`src/hw/cmPkg.sv`:
```
`default_nettype none

package cmPkg;

  // Code memory geometry
  localparam int CM_ADDR_W = 14;             // Full code memory address
  localparam int CM_DATA_W = 24;             // One instruction word
  localparam int OVL_W     = 4;              // Overlay index from core or boot side
  localparam int NUM_OVL   = 8;              // Indexes 8..15 select no bank

  localparam int BASE_AW    = 13;            // Base bank covers 8K words
  localparam int OVL_AW     = 12;            // Each overlay bank covers 4K words
  localparam int BASE_DEPTH = 1 << BASE_AW;
  localparam int OVL_DEPTH  = 1 << OVL_AW;

  // Boot loader byte stream
  localparam int BYTE_W         = 8;
  localparam int BYTES_PER_WORD = 3;         // Three bytes per 24-bit word
  localparam int BYTE_IDX_W     = 2;         // Enough for index 0..2
  localparam int BOOT_LEN_W     = 8;         // Word count where 0 means 256

  // Boot loader FSM
  typedef enum logic [1:0] {
    BOOT_IDLE,                               // Waiting for bootStart
    BOOT_LOAD,                               // Collecting bytes of the current word
    BOOT_WRITE,                              // Single write cycle into code memory
    BOOT_DONE                                // One-cycle completion pulse
  } bootState_e;

endpackage

`default_nettype wire

```
`src/hw/wordAssembler.sv`:
```
`timescale 1ns/100ps
`default_nettype none

module wordAssembler (
  input  logic                        DSPCLK,
  input  logic                        rst,
  input  logic                        byteAdvance, // Accepted boot byte
  input  logic [cmPkg::BYTE_W-1:0]    byteData,
  output logic [cmPkg::CM_DATA_W-1:0] bootWord
);

  import cmPkg::*;

  // Each new byte enters at the low end, so after three bytes
  // the first one received sits in bits 23:16
  always_ff @(posedge DSPCLK)
  begin
    if (rst)
      bootWord <= '0;
    else if (byteAdvance)
      bootWord <= {bootWord[CM_DATA_W-BYTE_W-1:0], byteData};
  end

endmodule

`default_nettype wire

```
`config.mk`:
```
export PLATFORM = sky130hd
export DESIGN_NAME = wordAssembler
export DESIGN_NICKNAME = d
export VERILOG_FILES = /design/src/hw/cmPkg.sv /design/src/hw/wordAssembler.sv
export SDC_FILE = /design/constraint.sdc
export NUM_CORES = 1
export LEC_CHECK = 0
export BUFFER_PORTS_ARGS = -buffer_cell sky130_fd_sc_hd__buf_2
export CORE_UTILIZATION = 35
export CTS_CLUSTER_SIZE = 16
export DETAILED_ROUTE_END_ITERATION = 8
export GPL_TIMING_DRIVEN = 0
export PLACE_DENSITY = 0.66
export SYNTH_ARGS = -nofsm -noshare
export SYNTH_HDL_FRONTEND = slang
export SYNTH_SLANG_ARGS = --single-unit
```
`constraint.sdc`:
```
create_clock -name DSPCLK -period 0.8 [get_ports DSPCLK]
set_input_delay 0.08 -clock DSPCLK [delete_from_list [all_inputs] [get_ports DSPCLK]]
set_output_delay 0.08 -clock DSPCLK [all_outputs]
set_load 0.005 [all_outputs]
```
==> results.py <==
metrics = {
    "sta": {
        "setup_viol_count_final": 24,
        "relSlewSlack": 0.676,
        "finalHoldViolCount": 0,
        "fin_tns_setup_ns": -0.777,
        "max_freq_mhz": 1190,
        "worst_slack_ns": -0.0418,
        "fin_crit_ns": 0.842,
        "fin_skew_ns": 0.000364,
        "period_share": 1.05,
        "slew_violations": 0,
        "rsz0062_at_grt": "true",
        "worst_pin_slew_ns": 0.485,
    },
    "pwr": {
        "p_leak_nw": 0.694,
        "max-vdd-ir-drop_mv": 1.09,
        "power.share.switching": 0.229,
        "pwr-share-seq": 0.611,
        "switchingPower_w": 0.000476,
        "p_int_w": 0.00161,
        "power_frac_comb": 0.150,
        "power.density_nw_per_um2": 1610,
        "p_clk_frac": 0.239,
    },
    "clocking": {
        "cts_max_path_buffers": 2,
        "cts_root_buf": "clkbuf_4",
        "cts.sinks": 24,
        "htreeDepth": 1,
        "cts_tree": "built",
        "worst_skew_pair.late_latency_ns": 0.29,
        "cts-buffers-inserted": 3,
        "clkTransAtPathRegs_ns": 0.12,
    },
    "yosys": {
        "synth.avg_cell_area_sq_um": 11.3,
        "synthCells": 77,
        "syn_area_sq_um": 870,
        "seq_area_frac_synth": 0.553,
        "synth_top_family_by_area": "multiplexers",
        "yosys.area_share.simple": 0.104,
        "synth_cell_types": 6,
        "synth-xor-area-share": 0,
        "synthMuxAreaShare": 0.276,
        "syn_nets": 88,
        "ys_ff_latch": 24,
        "synth_adder_area_share": 0,
        "synth_compound_area_frac": 0,
        "yosys_warnings": 0,
    },
    "placed_design": {
        "routabilityCongestion": 0.664,
        "dp_cells": 138,
        "port_buffers": 33,
        "dpl.hpwl_um": 1190,
    },
    "global_route": {
        "track_usage": 0.150,
        "grt_max_degree": 13,
        "grtUsageMet2": 0.256,
        "met3_usage": 0.0380,
        "grtUsageMet1": 0.185,
        "grt_pass1_vias": 669,
        "antenna_found_initial": 0,
        "grt_pass1_wl_um": 2950,
        "gr-total-overflow": 0,
        "busiest_layer": "met2",
    },
    "outcome": {
        "status": "finished with violations",
        "violations": "setup timing",
    },
    "final_layout": {
        "final_common_cell": "buf_2",
        "area_growth_pct": 48.9,
        "regMostFlops": "bootWord",
        "largestRegisters": "bootWord: 24 flops",
        "layout.nets": 145,
        "drive_gt1_frac": 0.606,
        "seq_area_sq_um": 510,
        "multi_input_area_sq_um": 330,
        "layout_common_cells": "buf_2 (32), mux2i_1 (24), nor2_1 (24), dfxtp_2 (24), buf_4 (12)",
        "post-route-util": 0.569,
        "largest_register_ffs": 24,
        "final_cell_count_no_fill": 160,
        "nFillCells": 207,
        "n_antenna_cell": 0,
    },
    "critical_path": {
        "crit_arrival_ns": 0.76,
        "endpoint_kind": "output port",
        "critPathMaxFanout": 2,
        "crit_family": "flip-flops",
        "cp_num_buf_inv": 1,
        "worstSetupPathType": "flop to output port",
        "cp_cell_sequence": "buf_2",
        "startpoint_type": "flop",
        "required_ns": 0.72,
        "cpMaxStageDelayCell": "dfxtp_2",
        "slowest_delay_ns": 0.36,
    },
    "die": {
        "rows": 17,
        "start_util": 0.382,
        "io_pins": 35,
        "die_h_um": 51.8,
        "die_w_um": 51.8,
        "die-area_sq_um": 2690,
        "coreArea_sq_um": 2280,
    },
    "drt": {
        "num_vias": 713,
        "wl_um": 1900,
        "wl_per_cell_um": 11.9,
        "antenna_left": 0,
        "drc": 0,
        "drtIter0Drc": 10,
        "routed_via_density": 4.46,
        "dr.pass1.iters": 4,
    },
    "min_path": {
        "hold_path.class": "primary input to flop",
    },
    "job": {
        "drv_cap": 0,
    },
}
synth_stat cells:
master | number | area share
mux2i_1 | 24 | 0.28
nor2_1 | 24 | 0.10
buf_6 | 1 | 0.013
buf_12 | 2 | 0.046
clkbuf_1 | 2 | 0.0086
dfxtp_1 | 24 | 0.55
logic make-up (layout without fill, tap and decap cells):
| family | after synthesis | count (layout) |
|---|---|---|
| flip-flops | 24 | 24 |
| AND/OR/NAND/NOR | 24 | 24 |
| multiplexers | 24 | 24 |
| buffers and inverters | 5 | 60 |
through the flow:
step	instance area [sq um]	worst slack, ns	hold WS, ns	total power (W)
finish	1290	-0.0418	0.00739	0.00208
global route	1290	-0.0863	0.0172	0.00220
CTS	1270	-0.0501	0.00419	0.00209
detailed placement	1070	-0.0779	0.326	0.00153
global placement	1070	-0.0662	0.314	0.00152
floorplan	870	0.127	0.152	0.00143
power by group through the flow:
stage,Sequential [W],Clock [W],Combinational (W)
after CTS,0.00127,0.000517,0.000302
after global placement,0.00129,0,0.000227
final,0.00127,0.000498,0.000312
after floorplan,0.00130,0,0.000136
after detailed placement,0.00130,0,0.000230
after global routing,0.00128,0.000580,0.000341
per-layer routing:
metal	routed length, um	vias to the layer above
met4	0	0
li1	-	365
met1	864	324
met5	0	-
met3	118	0
met2	921	24
area by class of cell:
class / count / area share
sequential: 24 / 0.394
timing repair buffer: 52 / 0.261
multi-input combinational: 48 / 0.255
buffer: 5 / 0.0454
tap: 28 / 0.0271
clock buffer: 3 / 0.0174
final timing paths:
check                           depth (start not counted)           end         start  slack (ns)
worst max-delay path                                    1  bootWord[14]  bootWord[14]       -0.04
worst min-delay path                                    3   bootWord[7]   byteData[7]       0.007
worst max register to register                          3   bootWord[9]   bootWord[9]        0.02
worst min register to register                          2  bootWord[17]  bootWord[17]        0.50
what timing repair did:
action / CTS / global route
endpoints found under the hold margin: 3 / 0
setup buffers: 17 / 0
hold buffers: 2 / 0
setup endpoints to repair: 24 / 32
gates resized for setup: 24 / 6
(Power assumes the default switching activity.)
