--- config.mk ---
export PLATFORM = sky130hd
export DESIGN_NAME = byteCounter
export DESIGN_NICKNAME = d
export VERILOG_FILES = /design/src/hw/cmPkg.sv /design/src/hw/byteCounter.sv
export SDC_FILE = /design/constraint.sdc
export NUM_CORES = 1
export LEC_CHECK = 0
export BUFFER_PORTS_ARGS = -buffer_cell sky130_fd_sc_hd__buf_2
export CORE_ASPECT_RATIO = 1.4
export CORE_MARGIN = 2
export CORE_UTILIZATION = 50
export CTS_BUF_LIST = sky130_fd_sc_hd__clkbuf_2 sky130_fd_sc_hd__clkbuf_4 sky130_fd_sc_hd__clkbuf_8
export DETAILED_ROUTE_END_ITERATION = 6
export GPL_ROUTABILITY_DRIVEN = 0
export PLACE_DENSITY = 0.86
export SETUP_SLACK_MARGIN = 0.1
export SKIP_LAST_GASP = 1
export SYNTH_ARGS = -nofsm -noshare
export SYNTH_HDL_FRONTEND = slang
export SYNTH_SLANG_ARGS = --single-unit
export TNS_END_PERCENT = 50
--- constraint.sdc ---
create_clock -name DSPCLK -period 2.7 [get_ports DSPCLK]
set_clock_uncertainty 0.2 [all_clocks]
set_input_delay 0.27 -clock DSPCLK [delete_from_list [all_inputs] [get_ports DSPCLK]]
set_output_delay 0.27 -clock DSPCLK [all_outputs]
set_load 0.02 [all_outputs]
--- src/hw/cmPkg.sv ---
`default_nettype none

package cmPkg;

  // Code memory geometry
  localparam int CM_ADDR_W = 14;             // Full code memory address
  localparam int CM_DATA_W = 24;             // One instruction word
  localparam int OVL_W     = 4;              // Overlay index from core or boot side
  localparam int NUM_OVL   = 8;              // Indexes 8..15 select no bank

  localparam int BASE_AW    = 13;            // Base bank covers 8K words
  localparam int OVL_AW     = 12;            // Each overlay bank covers 4K words
  localparam int BASE_DEPTH = 1 << BASE_AW;
  localparam int OVL_DEPTH  = 1 << OVL_AW;

  // Boot loader byte stream
  localparam int BYTE_W         = 8;
  localparam int BYTES_PER_WORD = 3;         // Three bytes per 24-bit word
  localparam int BYTE_IDX_W     = 2;         // Enough for index 0..2
  localparam int BOOT_LEN_W     = 8;         // Word count where 0 means 256

  // Boot loader FSM
  typedef enum logic [1:0] {
    BOOT_IDLE,                               // Waiting for bootStart
    BOOT_LOAD,                               // Collecting bytes of the current word
    BOOT_WRITE,                              // Single write cycle into code memory
    BOOT_DONE                                // One-cycle completion pulse
  } bootState_e;

endpackage

`default_nettype wire

--- src/hw/byteCounter.sv ---
`timescale 1ns/100ps
`default_nettype none

module byteCounter (
  input  logic                         DSPCLK,
  input  logic                         rst,
  input  logic                         cntClear,     // Start of a boot block
  input  logic                         byteAdvance,
  input  logic                         wordAdvance,
  input  logic [cmPkg::CM_ADDR_W-1:0]  bootAddr,     // Held while the boot runs
  input  logic [cmPkg::BOOT_LEN_W-1:0] bootLen,
  output logic                         lastByte,
  output logic                         lastWord,
  output logic [cmPkg::CM_ADDR_W-1:0]  bootWrAddr
);

  import cmPkg::*;

  logic [BYTE_IDX_W-1:0] byteIdx;
  logic [BOOT_LEN_W-1:0] wordCnt;
  logic [BOOT_LEN_W-1:0] lenMinusOne;

  always_ff @(posedge DSPCLK)
  begin
    if (rst || cntClear)
    begin
      byteIdx <= '0;
      wordCnt <= '0;
    end
    else
    begin
      if (byteAdvance)
        byteIdx <= lastByte ? '0 : byteIdx + 1'b1; // Wrap after the third byte
      if (wordAdvance)
        wordCnt <= wordCnt + 1'b1;
    end
  end

  assign lenMinusOne = bootLen - 1'b1;                  // Length 0 wraps to 255 for 256 words
  assign lastByte    = (byteIdx == BYTE_IDX_W'(BYTES_PER_WORD - 1));
  assign lastWord    = (wordCnt == lenMinusOne);
  assign bootWrAddr  = bootAddr + CM_ADDR_W'(wordCnt);

  assert property (@(posedge DSPCLK) disable iff (rst)
    byteIdx != 2'd3)
    else $error("byteCounter: byte index out of range");

endmodule

`default_nettype wire

==> qor.yml <==
run_status:
  status: "finished clean"
drt:
  routedWlPerCell_um: 13.0
  drtIter0Drc: 23
  vias: 1172
  drtPass1Iterations: 4
  vias_per_cell: 5.66
  routed_wl_um: 2690
  drt.antenna.violating_nets: 0
  drt_drc_violations_left: 0
clock_tree:
  insertion_delay_ns: 0.27
  cts.sinks: 10
  clockBufferDepth: 2
  htreeDepth: 1
  cts.clk_slew.worst_paths_ns: 0.07
  cts_tree: "done"
  hold_buffers: 0
  cts-buffers-inserted: 3
  cts_root_buf: "clkbuf_4"
die:
  fp.dieArea_um2: 2590
  die_h_um: 59.4
  io_pins: 43
  dieWidth_um: 43.6
  core_area_um2: 2130
  start_util_pct: 51.5
  fp-row-count: 20
sta:
  grt_setup_unrepaired: "false"
  hold_violations: 0
  setup_tns_ns: 0
  tightestPinTransition_ns: 0.307
  clock.fmax_mhz: 395
  slew_headroom_pct: 79.3
  maxSlewViolCount: 0
  setup_violations: 0
  fin_ws_ns: 0.170
  post-route-period-util_pct: 93.7
  worst_hold_slack_ns: 0.140
  min_period_ns: 2.53
synthesis:
  synth_top_area_share_pct: 18.3
  yosysMostFrequentCell: "xnor2_1"
  synth_cells: 140
  syn-mean-instance-area_um2: 7.83
  synth-main-ff-cell: "dfxtp_1"
  mappedNetlistArea_um2: 1100
  synthArstFlopShare_pct: 0
  ys_warn_count: 0
  netlist_top_cells_count: "xnor2_1, nand2_1, nor2_1"
  yosysSeqAreaShare_pct: 18.3
  yosys-top-cells-area: "dfxtp_1, ha_1, xnor2_1, xor2_1, a21oi_1"
  synth_fp_nets: 178
  ys_seq_elements: 10
  yosys.area.top_type: "dfxtp_1"
  yosysUniqueCellTypes: 38
  synth_edf_count: 0
place:
  dp_hpwl_um: 2060
  dpl-instance-area_um2: 1330
  place_ws_ns: 0.0764
  dp_cells: 202
  numPortBuffers: 42
global_route:
  grt_max_degree: 11
  antenna_found_initial: 0
  grt_usage_pct: 21.0
  gr-total-overflow: 0
  grt_pass1_wl_um: 4130
  grt_pass1_vias: 1042
pwr:
  cellPowerDensity_nw_per_um2: 286
  irDropWorstVdd_mv: 0.286
  leakage_nw: 0.690
critical_path:
  slowest_delay_ns: 0.37
  worst_setup_path_start_kind: "register"
  cp.arrival_ns: 2.06
  critPathRequiredTime_ns: 2.23
  crit_slowest_cell: "fa_2"
  worst-path-buf-inv: 1
  path_class: "register to output pin"
  endpoint_kind: "output pin"
  crit_chain: "ha_4 > fa_2 > a21oi_4 > o221ai_2 > a31oi_4 > nor2_1 > xor2_1 > buf_4"
  critPathTopFamily: "compound AO/OA/AOI/OAI gates"
  cp_max_fo: 3
cells_and_area:
  n_antenna_cell: 0
  fin_cells: 207
  finalInstanceArea_um2: 1470
  area_delta_synth_final_pct: 34.5
  drive_gt1_share_pct: 36.2
  layout.nets: 224
min_path:
  hold_class: "input port to register"
flow_run:
  cap_violations: 0
## per-layer routing
metal | global-route usage [%] | wire [µm] | up-vias
met4 | 9.52 | 29 | 0
met3 | 3.05 | 98 | 3
li1 | - | - | 585
met2 | 42.9 | 1590 | 29
met5 | 0 | 0 | -
met1 | 19.3 | 969 | 555
## timing repair
item,in CTS,in global routing
buffers inserted,1,0
pin swaps,7,5
endpoints found under the setup margin,3,7
gates resized for setup,9,15
## path summary, 6_finish.rpt
path | startpoint | end | slack (ns) | cells after the start
max | wordCnt[0] | bootWrAddr[12] | 0.17 | 8
min | wordAdvance | wordCnt[1] | 0.14 | 3
max reg2reg | wordCnt[0] | wordCnt[7] | 1.21 | 4
min reg2reg | wordCnt[7] | wordCnt[7] | 0.35 | 2
## worst reg2reg max path: cells and delay by family (launching register included)
kind                   cells  cell delay, ns
buffers and inverters      1            0.14
AO/OA/AOI/OAI              1            0.13
flip-flops                 1            0.35
AND/OR/NAND/NOR            2            0.60
## registers in the layout (all words and copies together), names as in the netlist
register and count:
byteIdx 2, wordCnt 8
## area by class of cell
class,instances,area [µm²]
Sequential cell,10,205
Tap cell,22,27.5
Inverter,8,30.0
Clock buffer,4,36.3
Fill cell,156,653
Multi-Input combinational cell,118,935
Timing Repair Buffer,45,240
## cell usage in the layout (no fill, tap or decap), types with 2 or more instances in the layout
cell / synthesis / routed
a21o_1: 4 / 4
a21oi_1: 10 / 8
nand4b_1: 2 / 2
dfxtp_1: 10 / 6
nor3b_1: 2 / 2
xnor2_1: 13 / 13
and3_1: 2 / 2
buf_2: 0 / 39
o21ai_1: 1 / 2
clkbuf_4: 0 / 3
xor2_1: 11 / 11
dfxtp_2: 0 / 4
ha_1: 10 / 7
ha_4: 0 / 2
buf_4: 0 / 6
nand2_1: 12 / 12
nand4_1: 5 / 5
nor3_1: 4 / 4
nor2_1: 12 / 12
o21ai_0: 7 / 6
nand3b_1: 2 / 2
inv_1: 8 / 8
or3_1: 2 / 2
## report_power, final
| part | leakage [nW] | internal [mW] | switching [mW] |
|---|---|---|---|
| combinational | 0.586 | 0.0569 | 0.0744 |
| sequential | 0.0828 | 0.150 | 0.00226 |
| clock | 0.0210 | 0.0820 | 0.0564 |
## logic make-up after synthesis
group,Yosys count,share of synthesized area [%]
compound gates,31,18.4
buf+inv,12,4.22
mux,1,0.913
xor+xnor,24,19.2
flops,10,18.3
simple gates,51,25.8
fa+ha+maj,11,13.2
## stage by stage
step	total power [mW]	utilization, %
2_1_floorplan	0.230	-
3_3_place_gp	0.271	62.6
3_5_place_dp	0.276	62.6
4_1_cts	0.419	66.5
5_1_grt	0.447	69.3
6_report	0.422	69.3
No activity file was read; power rests on OpenSTA's default activity.
