### src/hw/cmPkg.sv
`default_nettype none

package cmPkg;

  // Code memory geometry
  localparam int CM_ADDR_W = 14;             // Full code memory address
  localparam int CM_DATA_W = 24;             // One instruction word
  localparam int OVL_W     = 4;              // Overlay index from core or boot side
  localparam int NUM_OVL   = 8;              // Indexes 8..15 select no bank

  localparam int BASE_AW    = 13;            // Base bank covers 8K words
  localparam int OVL_AW     = 12;            // Each overlay bank covers 4K words
  localparam int BASE_DEPTH = 1 << BASE_AW;
  localparam int OVL_DEPTH  = 1 << OVL_AW;

  // Boot loader byte stream
  localparam int BYTE_W         = 8;
  localparam int BYTES_PER_WORD = 3;         // Three bytes per 24-bit word
  localparam int BYTE_IDX_W     = 2;         // Enough for index 0..2
  localparam int BOOT_LEN_W     = 8;         // Word count where 0 means 256

  // Boot loader FSM
  typedef enum logic [1:0] {
    BOOT_IDLE,                               // Waiting for bootStart
    BOOT_LOAD,                               // Collecting bytes of the current word
    BOOT_WRITE,                              // Single write cycle into code memory
    BOOT_DONE                                // One-cycle completion pulse
  } bootState_e;

endpackage

`default_nettype wire

### src/hw/bootSeq.sv
`timescale 1ns/100ps
`default_nettype none

module bootSeq (
  input  logic DSPCLK,
  input  logic rst,
  input  logic bootStart,                    // Single-cycle start strobe
  input  logic byteValid,                    // One byte per strobe cycle
  input  logic lastByte,                     // Current byte completes the word
  input  logic lastWord,                     // Word being written is the final one
  output logic bootBusy,
  output logic cntClear,
  output logic byteAdvance,
  output logic wordAdvance,
  output logic cmWrite,
  output logic bootDone
);

  import cmPkg::*;

  bootState_e state;
  bootState_e nextState;

  always_ff @(posedge DSPCLK)
  begin
    if (rst)
      state <= BOOT_IDLE;
    else
      state <= nextState;
  end

  always_comb
  begin
    nextState = state;
    case (state)
      BOOT_IDLE:
        if (bootStart)
          nextState = BOOT_LOAD;
      BOOT_LOAD:
        if (byteValid && lastByte)
          nextState = BOOT_WRITE;            // Third byte is in the assembler
      BOOT_WRITE:
        nextState = lastWord ? BOOT_DONE : BOOT_LOAD;
      BOOT_DONE:
        nextState = BOOT_IDLE;
      default:
        nextState = BOOT_IDLE;
    endcase
  end

  assign bootBusy    = (state != BOOT_IDLE);
  assign cntClear    = (state == BOOT_IDLE) && bootStart;
  assign byteAdvance = (state == BOOT_LOAD) && byteValid; // Bytes outside LOAD are dropped
  assign cmWrite     = (state == BOOT_WRITE);
  assign wordAdvance = (state == BOOT_WRITE);             // Step address after this write
  assign bootDone    = (state == BOOT_DONE);

  // A write always follows directly on the third byte of a word
  assert property (@(posedge DSPCLK) disable iff (rst)
    cmWrite |-> $past(byteAdvance && lastByte))
    else $error("bootSeq: cmWrite without a completed word");

endmodule

`default_nettype wire

### config.mk
export PLATFORM = sky130hd
export DESIGN_NAME = bootSeq
export DESIGN_NICKNAME = d
export VERILOG_FILES = /design/src/hw/cmPkg.sv /design/src/hw/bootSeq.sv
export SDC_FILE = /design/constraint.sdc
export NUM_CORES = 1
export LEC_CHECK = 0
export BUFFER_PORTS_ARGS = -buffer_cell sky130_fd_sc_hd__buf_2
export CAP_MARGIN = 25
export CELL_PAD_IN_SITES_DETAIL_PLACEMENT = 0
export CELL_PAD_IN_SITES_GLOBAL_PLACEMENT = 1
export CORE_AREA = 4 4 41 43
export CTS_CLUSTER_DIAMETER = 200
export DETAILED_ROUTE_END_ITERATION = 16
export DIE_AREA = 0 0 45 47
export HOLD_SLACK_MARGIN = 0.03
export PLACE_DENSITY = 0.36
export SYNTH_ARGS = -nofsm -noshare
export SYNTH_HDL_FRONTEND = slang
export SYNTH_SLANG_ARGS = --single-unit
### constraint.sdc
create_clock -name DSPCLK -period 0.9 [get_ports DSPCLK]
set_input_delay 0.135 -clock DSPCLK [delete_from_list [all_inputs] [get_ports DSPCLK]]
set_output_delay 0.135 -clock DSPCLK [all_outputs]
set_load 0.005 [all_outputs]
==> impl_results.html <==
<table>
<tr><th>Metric</th><th>Value</th></tr>
<tr><th colspan="2">Run status</th></tr>
<tr><td>Run status</td><td>finished, violations left</td></tr>
<tr><td>Violated checks</td><td>negative setup slack</td></tr>
<tr><th colspan="2">STA</th></tr>
<tr><td>Period utilization</td><td>1.233</td></tr>
<tr><td>Slack of the critical path</td><td>-0.2093 ns</td></tr>
<tr><td>Worst slew margin</td><td>0.8984</td></tr>
<tr><td>Number of hold violations in the final report</td><td>0</td></tr>
<tr><td>Minimum period implied by the final worst setup slack</td><td>1.109 ns</td></tr>
<tr><td>Unrepaired setup endpoints after global routing</td><td>true</td></tr>
<tr><td>Achievable frequency</td><td>0.9014 GHz</td></tr>
<tr><td>Least-Margin Pin Slew</td><td>0.1524 ns</td></tr>
<tr><td>Layout Skew</td><td>0.0003470 ns</td></tr>
<tr><td>Final Slew Violations</td><td>0</td></tr>
<tr><td>Number of setup violations in the final report</td><td>6</td></tr>
<tr><th colspan="2">CTS</th></tr>
<tr><td>Clock edge transition at the registers on the reported setup and hold paths</td><td>0.03 ns</td></tr>
<tr><td>TritonCTS buffer count</td><td>3</td></tr>
<tr><td>Buffer levels on the longest clock path</td><td>2</td></tr>
<tr><td>Clock latency of the later-clocked register in the worst-skew pair</td><td>0.22 ns</td></tr>
<tr><td>CTS Sinks</td><td>2</td></tr>
<tr><td>Clock tree from TritonCTS</td><td>yes</td></tr>
<tr><td>Number of buffers inserted for hold repair after clock tree synthesis</td><td>0</td></tr>
<tr><td>Number of buffers inserted by post-CTS setup repair</td><td>0</td></tr>
<tr><td>H-tree levels</td><td>1</td></tr>
<tr><td>Root cell of the clock tree</td><td>sky130_fd_sc_hd__clkbuf_4</td></tr>
<tr><th colspan="2">Finish</th></tr>
<tr><td>Registers with the most flip-flops</td><td>state x2</td></tr>
<tr><td>Register ranked first by flip-flop count</td><td>state</td></tr>
<tr><td>Area occupied by registers</td><td>45.04 um2</td></tr>
<tr><td>Leading cell type in the layout, fill and taps excluded</td><td>sky130_fd_sc_hd__buf_2</td></tr>
<tr><td>P&amp;R area growth vs syn</td><td>83.51%</td></tr>
<tr><td>Number of fill cells</td><td>161</td></tr>
<tr><td>Final Net Count</td><td>37</td></tr>
<tr><td>Total inserted antenna cells</td><td>0</td></tr>
<tr><td>Area used by multi-input combinational logic</td><td>77.57 um2</td></tr>
<tr><td>Area of all placed cells without fillers</td><td>222.7 um2</td></tr>
<tr><td>Commonest cells after routing, fill and taps aside</td><td>sky130_fd_sc_hd__buf_2 (11), sky130_fd_sc_hd__clkbuf_4 (3), sky130_fd_sc_hd__and2_1 (2), sky130_fd_sc_hd__nor2_1 (2), sky130_fd_sc_hd__nand2_1 (2)</td></tr>
<tr><td>Share of cells above drive strength 1</td><td>0.6207</td></tr>
<tr><td>Max reg flops</td><td>2</td></tr>
<tr><th colspan="2">Die</th></tr>
<tr><td>Placeable core area</td><td>1301 um2</td></tr>
<tr><td>I/O pin total</td><td>12</td></tr>
<tr><td>Width of the chip</td><td>45 um</td></tr>
<tr><td>Die Outline Area</td><td>2115 um2</td></tr>
<tr><td>Rows</td><td>13</td></tr>
<tr><td>Chip Height</td><td>47 um</td></tr>
<tr><td>Starting Density</td><td>0.09327</td></tr>
<tr><th colspan="2">Setup path</th></tr>
<tr><td>Worst EP required</td><td>0.76 ns</td></tr>
<tr><td>Crit path capture type</td><td>output port</td></tr>
<tr><td>Element type at the critical path start</td><td>flop</td></tr>
<tr><td>Slowest stage cell, crit path</td><td>sky130_fd_sc_hd__dfxtp_4</td></tr>
<tr><td>Slowest stage delay, CP</td><td>0.35 ns</td></tr>
<tr><td>Setup CP Type</td><td>flop to output port</td></tr>
<tr><td>Worst path cell trace</td><td>or2_1, nor2_1, buf_2</td></tr>
<tr><td>Critical path data arrival time</td><td>0.97 ns</td></tr>
<tr><td>Largest driver fanout on the critical path</td><td>5</td></tr>
<tr><th colspan="2">Place</th></tr>
<tr><td>Worst slack at placement</td><td>-0.006040 ns</td></tr>
<tr><td>Post-detailed-placement cell area</td><td>187.7 um2</td></tr>
<tr><td>Number of input and output port buffers inserted</td><td>11</td></tr>
<tr><td>Final estimated routing congestion in global placement</td><td>0.6526</td></tr>
<tr><th colspan="2">Synth</th></tr>
<tr><td>Mapped Nets</td><td>22</td></tr>
<tr><td>Part of the Yosys area used for sequential elements</td><td>0.3299</td></tr>
<tr><td>Warning count from the yosys run</td><td>0</td></tr>
<tr><td>Top cells by area, synth</td><td>sky130_fd_sc_hd__dfxtp_1 (33%), sky130_fd_sc_hd__and2_1 (10%), sky130_fd_sc_hd__a32oi_1 (7.2%)</td></tr>
<tr><td>FF+latch count, synth</td><td>2</td></tr>
<tr><td>Syn Area/Cell</td><td>7.585 um2</td></tr>
<tr><td>Fraction of synthesized cell area taken by the top area cell type</td><td>0.3299</td></tr>
<tr><td>Yosys cell types</td><td>12</td></tr>
<tr><td>Mapped Area</td><td>121.4 um2</td></tr>
<tr><td>Cells after synthesis</td><td>16</td></tr>
<tr><td>Cell type contributing the most total cell area after synthesis</td><td>sky130_fd_sc_hd__dfxtp_1</td></tr>
<tr><th colspan="2">Worst hold path</th></tr>
<tr><td>Worst min-delay path class</td><td>primary input to flop</td></tr>
<tr><th colspan="2">Detailed routing</th></tr>
<tr><td>Routed via count divided by cell count</td><td>3.273</td></tr>
<tr><td>Number of design-rule violations left by the first detailed-router iteration</td><td>1</td></tr>
<tr><td>Average wire per cell in the routed design</td><td>8.545 um</td></tr>
<tr><td>Post-detailed-route count of antenna-violating nets</td><td>0</td></tr>
<tr><td>DR DRC count</td><td>0</td></tr>
<tr><td>Total detailed-routing wirelength</td><td>376 um</td></tr>
<tr><td>Number of vias after detailed routing</td><td>144</td></tr>
<tr><td>Length of the first detailed-routing pass in iterations</td><td>2</td></tr>
<tr><th colspan="2">GRT</th></tr>
<tr><td>Total global routing overflow</td><td>0</td></tr>
<tr><td>Antenna violations before repair</td><td>0</td></tr>
<tr><td>Via count of the first global-routing pass</td><td>147</td></tr>
<tr><td>Global-route wire length before repair</td><td>552 um</td></tr>
<tr><td>Global-route total usage across every layer</td><td>0.04180</td></tr>
<tr><td>Largest net degree at the start of global routing</td><td>6</td></tr>
<tr><th colspan="2">Power and ir drop</th></tr>
<tr><td>P per Cell Area</td><td>1595 nW/um2</td></tr>
<tr><td>Worst VDD drop</td><td>454.6 uV</td></tr>
<tr><td>Static power due to leakage</td><td>0.1190 nW</td></tr>
<tr><th colspan="2">Run</th></tr>
<tr><td>Number of maximum-capacitance constraint violations</td><td>0</td></tr>
</table>
-- metrics by stage --
stage	setup TNS (ns)	hold slack, ns	instances	total power [mW]	utilization
2_1_floorplan	0	0.2041	16	0.1275	-
3_3_place_gp	-0.005670	0.3085	41	0.1559	0.1442
3_5_place_dp	-0.006040	0.3126	41	0.1563	0.1442
4_1_cts	-0.9776	0.06540	44	0.3710	0.1692
5_1_grt	-1.158	0.08142	44	0.3846	0.1712
6_report	-0.8497	0.07627	44	0.3552	0.1712
-- final timing paths --
path / from / end / slack [ns] / depth (start not counted)
max reg2reg: state[1]$_SDFFE_PP0P_ / state[1]$_SDFFE_PP0P_ / 0.06 / 3
min reg2reg: state[1]$_SDFFE_PP0P_ / state[0]$_SDFFE_PP0P_ / 0.55 / 3
max: state[1]$_SDFFE_PP0P_ / cntClear / -0.21 / 3
min: rst / state[0]$_SDFFE_PP0P_ / 0.08 / 2
-- power breakdown --
group,internal (mW),switching [mW]
Clock,0.147,0.0507
Sequential,0.0937,0.00681
Combinational,0.0338,0.0231
Total,0.275,0.0806
-- per-layer routing --
layer / track usage / share of wire / vias up
met5: 0 / 0 / -
li1: - / - / 77
met2: 0.05367 / 0.47 / 7
met4: 0.05263 / 0 / 0
met1: 0.04299 / 0.43 / 60
met3: 0.02299 / 0.10 / 0
-- cell usage after synthesis --
cell / instances
sky130_fd_sc_hd__and2_1: 2
sky130_fd_sc_hd__dfxtp_1: 2
sky130_fd_sc_hd__nand2_1: 2
sky130_fd_sc_hd__nor2_1: 2
sky130_fd_sc_hd__a21oi_1: 1
sky130_fd_sc_hd__a32oi_1: 1
sky130_fd_sc_hd__buf_4: 1
sky130_fd_sc_hd__inv_1: 1
sky130_fd_sc_hd__nor2b_1: 1
sky130_fd_sc_hd__nor2b_2: 1
sky130_fd_sc_hd__o21bai_1: 1
sky130_fd_sc_hd__or2_1: 1
-- critical path, delay by kind of cell, from the launching register on --
family | cells | cell delay (ns)
buffers and inverters | 1 | 0.11
AND/OR/NAND/NOR | 2 | 0.30
flip-flops | 1 | 0.35
-- cell families (layout without fill, tap and decap cells) --
kind of cell    count (synthesis)  after routing  share of synthesized area
compound gates                  3              3                     0.1753
simple gates                    9              9                     0.4022
flops                           2              2                     0.3299
buf+inv                         2             15                    0.09278
-- area by class of cell --
class,count,share of cell area
clock buffer,3,0.1011
sequential,2,0.2022
inverter,1,0.01685
tap,15,0.08427
multi-input combinational,12,0.3483
timing repair buffer,11,0.2472
-- repair_timing --
| item | in CTS | in global routing |
|---|---|---|
| pin swaps | 2 | 0 |
| gates cloned | 0 | 0 |
| resized for setup | 4 | 1 |
| endpoints found under the setup margin | 6 | 6 |
Power figures use the tool's default switching activity.
