==> src/hw/cmPkg.sv <==
`default_nettype none

package cmPkg;

  // Code memory geometry
  localparam int CM_ADDR_W = 14;             // Full code memory address
  localparam int CM_DATA_W = 24;             // One instruction word
  localparam int OVL_W     = 4;              // Overlay index from core or boot side
  localparam int NUM_OVL   = 8;              // Indexes 8..15 select no bank

  localparam int BASE_AW    = 13;            // Base bank covers 8K words
  localparam int OVL_AW     = 12;            // Each overlay bank covers 4K words
  localparam int BASE_DEPTH = 1 << BASE_AW;
  localparam int OVL_DEPTH  = 1 << OVL_AW;

  // Boot loader byte stream
  localparam int BYTE_W         = 8;
  localparam int BYTES_PER_WORD = 3;         // Three bytes per 24-bit word
  localparam int BYTE_IDX_W     = 2;         // Enough for index 0..2
  localparam int BOOT_LEN_W     = 8;         // Word count where 0 means 256

  // Boot loader FSM
  typedef enum logic [1:0] {
    BOOT_IDLE,                               // Waiting for bootStart
    BOOT_LOAD,                               // Collecting bytes of the current word
    BOOT_WRITE,                              // Single write cycle into code memory
    BOOT_DONE                                // One-cycle completion pulse
  } bootState_e;

endpackage

`default_nettype wire

==> src/hw/cmSelect.sv <==
`timescale 1ns/100ps
`default_nettype none

module cmSelect (
  input  logic                        DSPCLK,
  input  logic                        rst,
  input  logic                        pmBdrySel,  // 1 selects the 4K boundary
  input  logic                        extMemSel,  // External memory gives no internal select
  input  logic                        coreFetch,
  input  logic [cmPkg::CM_ADDR_W-1:0] coreAddr,
  input  logic [cmPkg::OVL_W-1:0]     coreOvl,
  input  logic                        bootBusy,
  input  logic                        cmWrite,
  input  logic [cmPkg::CM_ADDR_W-1:0] bootWrAddr,
  input  logic [cmPkg::OVL_W-1:0]     bootOvl,
  input  logic [cmPkg::CM_DATA_W-1:0] bootWord,
  output logic                        cmCs,
  output logic [cmPkg::NUM_OVL-1:0]   ovlCs,
  output logic                        cmOe,
  output logic [cmPkg::NUM_OVL-1:0]   ovlOe,
  output logic                        cmWe,
  output logic [cmPkg::CM_ADDR_W-1:0] memAddr,
  output logic [cmPkg::CM_DATA_W-1:0] memWdata
);

  import cmPkg::*;

  typedef enum logic [1:0] {
    RGN_NONE,
    RGN_BASE,
    RGN_OVL
  } region_e;

  logic [OVL_W-1:0]     ovl;
  logic [CM_ADDR_W-1:0] addr;
  logic                 strobe;
  logic                 csEn;
  logic [1:0]           topBits;
  region_e              region;

  // Boot side owns the memory for the whole boot sequence
  assign ovl    = bootBusy ? bootOvl : coreOvl;
  assign addr   = bootBusy ? bootWrAddr : coreAddr;
  assign strobe = bootBusy ? cmWrite : coreFetch;
  assign csEn   = strobe && !extMemSel;

  assign topBits = addr[CM_ADDR_W-1:CM_ADDR_W-2];

  always_comb
  begin
    region = RGN_NONE;
    if (pmBdrySel)
    begin
      if (topBits == 2'b00)
        region = RGN_BASE;                    // 4K base
      else if (topBits == 2'b01)
        region = RGN_OVL;
    end
    else
    begin
      if (!topBits[1])
        region = RGN_BASE;                    // 8K base
      else if (topBits == 2'b10)
        region = RGN_OVL;
    end
  end

  assign cmCs = csEn && (region == RGN_BASE);

  // Indexes past the last bank match no select line
  always_comb
  begin
    for (int i = 0; i < NUM_OVL; i++)
      ovlCs[i] = csEn && (region == RGN_OVL) && (ovl == OVL_W'(i));
  end

  // Enables follow a fetch select by one cycle
  always_ff @(posedge DSPCLK)
  begin
    if (rst)
    begin
      cmOe  <= 1'b0;
      ovlOe <= '0;
    end
    else
    begin
      cmOe  <= cmCs && !bootBusy;
      ovlOe <= bootBusy ? '0 : ovlCs;
    end
  end

  assign cmWe     = bootBusy && cmWrite;
  assign memAddr  = addr;
  assign memWdata = bootWord;

  assert property (@(posedge DSPCLK) disable iff (rst)
    $onehot0({cmCs, ovlCs}))
    else $error("cmSelect: more than one bank selected");

endmodule

`default_nettype wire

==> config.mk <==
export PLATFORM = sky130hd
export DESIGN_NAME = cmSelect
export DESIGN_NICKNAME = d
export VERILOG_FILES = /design/src/hw/cmPkg.sv /design/src/hw/cmSelect.sv
export SDC_FILE = /design/constraint.sdc
export NUM_CORES = 1
export LEC_CHECK = 0
export BUFFER_PORTS_ARGS = -buffer_cell sky130_fd_sc_hd__clkbuf_2
export CAP_MARGIN = 10
export CORE_MARGIN = 3
export CORE_UTILIZATION = 33
export DETAILED_ROUTE_END_ITERATION = 8
export PLACE_DENSITY = 0.85
export SYNTH_ARGS = -nofsm -noshare
export SYNTH_HDL_FRONTEND = slang
export SYNTH_SLANG_ARGS = --single-unit
==> constraint.sdc <==
create_clock -name DSPCLK -period 3.2 [get_ports DSPCLK]
set_input_delay 0.64 -clock DSPCLK [delete_from_list [all_inputs] [get_ports DSPCLK]]
set_output_delay 0.64 -clock DSPCLK [all_outputs]
set_load 0.02 [all_outputs]
==> flow_summary.ini, run 1 <==
[floorplanning]
die_x_um = 58.6
dieArea_mm2 = 0.00343
rows = 18
coreArea_mm2 = 0.00254
fp.dieH_um = 58.6
start_util_pct = 35.8
pin_count = 124

[cts]
clockBufferDepth = 2
cts_made_buffers = 3
cts_tree = yes
cts_root_buffer = clkbuf_4
post_cts_buffers = 0
htreeDepth = 1
hold_buffers = 0
ctsResizeCount = 0
clk_pin_slew_ps = 60
cts_sinks = 9

[sta]
setup_ws_ps = 509
period_share_pct = 84.1
fin_crit_ps = 2690
tns_ps = 0
rsz0062_at_grt = no
worst_pin_slew_ps = 506
setup_violations = 0
max-slew-margin-rel_pct = 66.0
fmax_ghz = 0.372
hold_viol_final = 0
maxSlewViolCount = 0

[power_and_ir_drop]
pwr-share-comb_pct = 38.1
ir_drop_v = 0.000180
power_uw = 327
power.density_mw_per_mm2 = 284
p_leak_nw = 0.578
p_clk_share_pct = 27.5
swShare_pct = 33.6
p_sw_uw = 110
seq_power_share_pct = 34.4
internal_power_uw = 217

[synth]
synthSimpleGateAreaFrac_pct = 30.5
synthAdderAreaFrac_pct = 0
synth_edf_count = 0
syn_area_per_cell_um2 = 9.03
ys_ff_latch = 9
yosysTopAreaCellShare_pct = 20.6
syn_area_um2 = 912
ys_seq_area_share_pct = 19.8
ys_warn_count = 0
syn_inst = 101
synth_largest_area_cell = buf_4
synth_compound_area_share_pct = 5.90
synth_flop_cell = dfxtp_1
synth-xor-area-share_pct = 0
yosysMostFrequentCell = buf_4
muxShareOfSynthArea_pct = 19.5
synth_top_family_by_area = simple AND/OR/NAND/NOR gates
synth_nets = 168
ys_async_sr_fraction_pct = 0
synthTopCellsByCount = buf_4 (25), mux2_2 (14), nor3_1 (14), dfxtp_1 (9), nor2_1 (5)
synth_top_cells_by_area = buf_4 (21%), dfxtp_1 (20%), mux2_2 (17%)
yosys.cell_types.count = 26

[drt]
detail-route-antenna-nets = 0
avgRoutedWirePerCell_um = 15.2
vias_per_cell = 5.18
dr_total_vias = 953
drt-pass1-iter-count = 4
drt-initial-drc-count = 27
drt_wl_total_mm = 2.79
drc = 0

[placed_design]
pre_cts_ws_ps = 523
hpwlAfterDp_mm = 2.46
port_buffers = 75
globalplace.congestion = 0.798

[final_layout]
n_antenna_cell = 0
drive_gt1_share_pct = 64.9
nets = 222
areaGrowthSynthToFinish_pct = 26.2

[global_route]
antenna_found_initial = 0
grt_max_degree = 24
first_global_vias = 918
grt_pass1_wl_mm = 4.12
globalRouteOverflowTotal = 0
track_usage_pct = 15.4

[flow_run]
cap_viol_max_count = 0

[worst_setup_path]
crit_chain = clkbuf_2 -> and4b_4 -> nor4_4 -> nor3_1 -> clkbuf_2
arrival_ps = 2050
critPathLaunchType = primary input
cp_num_buf_inv = 2
max_stage_delay_ps = 490
crit_top_cell = clkbuf_2
crit_family = simple AND/OR/NAND/NOR gates
crit_required_ps = 2560
crit_path_max_fanout = 23
slowest_stage = nor4_4
critPathKind = in -> out
crit_path_end_kind = output pin

[worst_hold_path]
min_path_type = in -> reg

[status]
status = finished clean
-- cell families (layout without fill, tap and decap cells) --
logic type | count (synthesis) | count (layout)
flip-flops | 9 | 9
buffers and inverters | 30 | 83
AND/OR/NAND/NOR | 38 | 38
AO/OA/AOI/OAI | 8 | 8
multiplexers | 16 | 16
-- registers in the layout (all words and copies together), names as in the netlist --
signal and flops:
ovlOe 8, cmOe 1
-- through the flow --
| stage | hold WS [ps] | cells | util, % | area (um^2) |
|---|---|---|---|---|
| 2_1_floorplan | 838 | 101 | - | 912 |
| 3_3_place_gp | 972 | 180 | 44.2 | 1120 |
| 3_5_place_dp | 980 | 180 | 44.2 | 1120 |
| 4_1_cts | 693 | 184 | 45.2 | 1150 |
| 5_1_grt | 708 | 184 | 45.2 | 1150 |
| 6_report | 698 | 184 | 45.2 | 1150 |
-- worst paths after layout --
| check | start | to | slack (ps) | cells past startpoint |
|---|---|---|---|---|
| hold / removal | coreAddr[13] | cmOe | 700 | 3 |
| setup / recovery | bootBusy | ovlCs[7] | 510 | 5 |
-- power by group through the flow --
stage	combinational, mW	clock [mW]	sequential [mW]
global route	0.135	0.0970	0.112
finish	0.124	0.0899	0.112
floorplan	0.116	0	0.115
CTS	0.125	0.0930	0.112
global placement	0.123	0	0.115
detailed placement	0.124	0	0.115
-- worst min-delay path, cell delays in order --
cell	delay [ps]
clkbuf_2	110
a21oi_1	50
and2_1	120
-- layer usage --
metal  GRT usage [%]  part of all wire, %
met1            13.4                   29
met3            6.80                   18
met2            30.0                   52
met5               0                    0
met4            6.80                  1.6
-- cell type report --
| cell class | count | area [um^2] |
|---|---|---|
| fillers | 254 | 1390 |
| multi-input cells | 62 | 509 |
| repair buffers | 77 | 390 |
| flip-flops and latches | 9 | 180 |
| well taps | 30 | 37.5 |
| clock buffers | 4 | 26.3 |
| inverters | 2 | 7.51 |
-- layout by cell type, fill, tap and decap left out --
cell type	n
a211o_1	1
a21oi_1	4
a31oi_1	1
a32oi_1	1
and2_1	2
and3b_1	1
and4b_4	1
and4bb_1	1
buf_4	2
clkbuf_1	1
clkbuf_2	75
clkbuf_4	3
dfxtp_1	9
inv_1	2
mux2_2	14
mux2i_1	2
nand2_1	2
nand3b_1	2
nor2_1	5
nor3_1	14
nor4_1	4
nor4_4	1
nor4b_2	2
nor4bb_4	1
o32a_1	1
or2_4	1
or3b_1	1
Power figures use the tool's default switching activity.
==> run 2: changes to the inputs <==
Settings changed: CORE_UTILIZATION 33 to 28, PLACE_DENSITY 0.85 to 0.77.
Clock period 3.2 ns to 2.2 ns, I/O delays scaled along.
==> flow_summary.ini, run 2 (synthesis results as in run 1) <==
[final_layout]
multi_input_area_um2 = 531
nets = 225
post-route-util_pct = 39.4
final_common_cell = clkbuf_2
n_antenna_cell = 0
top_register = ovlOe
layout_common_cells = clkbuf_2 (72), mux2_2 (14), nor3_1 (14), dfxtp_1 (9)
fillCellCount = 322
seqCellArea_um2 = 180
drive_gt1_share_pct = 66.9
largest_reg_flops = 8
areaGrowthSynthToFinish_pct = 32.9
final_cells = 201
reg_top3 = ovlOe x8, cmOe x1

[cts]
cts_root_buffer = clkbuf_4
post_cts_buffers = 0
hold_buffers = 0
clk_pin_slew_ps = 50
cts_made_buffers = 3
ctsResizeCount = 0
clockBufferDepth = 2
cts_sinks = 9
htreeDepth = 1
cts_tree = yes

[floorplanning]
rows = 20
coreArea_mm2 = 0.00308
fp.dieH_um = 63.1
die_x_um = 63.1
pin_count = 124
start_util_pct = 29.6
dieArea_mm2 = 0.00398

[drt]
drt-pass1-iter-count = 4
vias_per_cell = 4.55
avgRoutedWirePerCell_um = 14.3
drc = 0
detail-route-antenna-nets = 0
drt_wl_total_mm = 2.87
dr_total_vias = 915
drt-initial-drc-count = 9

[global_route]
globalRouteOverflowTotal = 0
met3_usage_pct = 5.35
grt_max_degree = 18
track_usage_pct = 14.0
first_global_vias = 902
grt_pass1_wl_mm = 4.45
antenna_found_initial = 0
top_usage_layer = met2
use_met2_pct = 26.0
grtUsageMet1_pct = 13.2

[sta]
setup_violations = 0
period_share_pct = 97.2
fmax_ghz = 0.468
whs_ps = 522
max-slew-margin-rel_pct = 67.8
hold_viol_final = 0
fin_crit_ps = 2140
worst_pin_slew_ps = 482
maxSlewViolCount = 0

[worst_hold_path]
min_path_type = in -> reg
hold_path.startpoint = rst

[power_and_ir_drop]
p_leak_nw = 0.599
ir_drop_v = 0.000106
p_sw_uw = 153
swShare_pct = 32.3
seq_power_share_pct = 34.6
power.density_mw_per_mm2 = 390
internal_power_uw = 321
pwr-share-comb_pct = 40.2
p_clk_share_pct = 25.2

[placed_design]
hpwlAfterDp_mm = 2.50
dp_cells = 197
globalplace.congestion = 0.745
port_buffers = 75

[worst_setup_path]
crit_path_max_fanout = 9
startpoint = pmBdrySel
slowest_stage = nor4bb_4
critPathKind = in -> out
crit_path_end_kind = output pin
critPathLaunchType = primary input
arrival_ps = 1700
crit_required_ps = 1760
crit_chain = clkbuf_2 -> nor4bb_4 -> nor4_4 -> buf_4 -> nor4_2 -> buf_2
max_stage_delay_ps = 360

[status]
status = finished clean

[flow_run]
cap_viol_max_count = 0
## run 2: path summary, 6_finish.rpt
kind	to	depth (start not counted)
max	ovlCs[3]	6
min	cmOe	3
## run 2: power groups by stage
stage,Combinational (mW),Sequential (mW),Clock (mW)
floorplan,0.169,0.168,0
global placement,0.184,0.167,0
detailed placement,0.187,0.167,0
CTS,0.187,0.164,0.127
global route,0.207,0.163,0.136
finish,0.190,0.164,0.119
## run 2: area by class of cell
cell class,count,share of cell area (%)
timing repair buffer,80,34.1
tap,44,4.54
clock buffer,4,2.17
inverter,2,0.619
sequential,9,14.9
multi-input combinational,62,43.8
## run 2: worst max-delay path, delay by kind of cell
family	cells	cell delay (ps)
buffers and inverters	3	540
AND/OR/NAND/NOR	3	720
## run 2: layer usage
layer | vias to the layer above | part of all wire (%)
li1 | 457 | -
met1 | 390 | 33
met2 | 64 | 53
met3 | 4 | 12
met4 | 0 | 0.80
met5 | - | 0
## run 2: metrics by stage
stage	worst slack [ps]	instance area [um^2]	total power [mW]	TNS (ps)
2_1_floorplan	139	912	0.337	0
3_3_place_gp	106	1160	0.351	0
3_5_place_dp	73.9	1160	0.354	0
4_1_cts	73.6	1190	0.477	0
5_1_grt	-23.7	1210	0.506	-28.0
6_report	61.3	1210	0.473	0
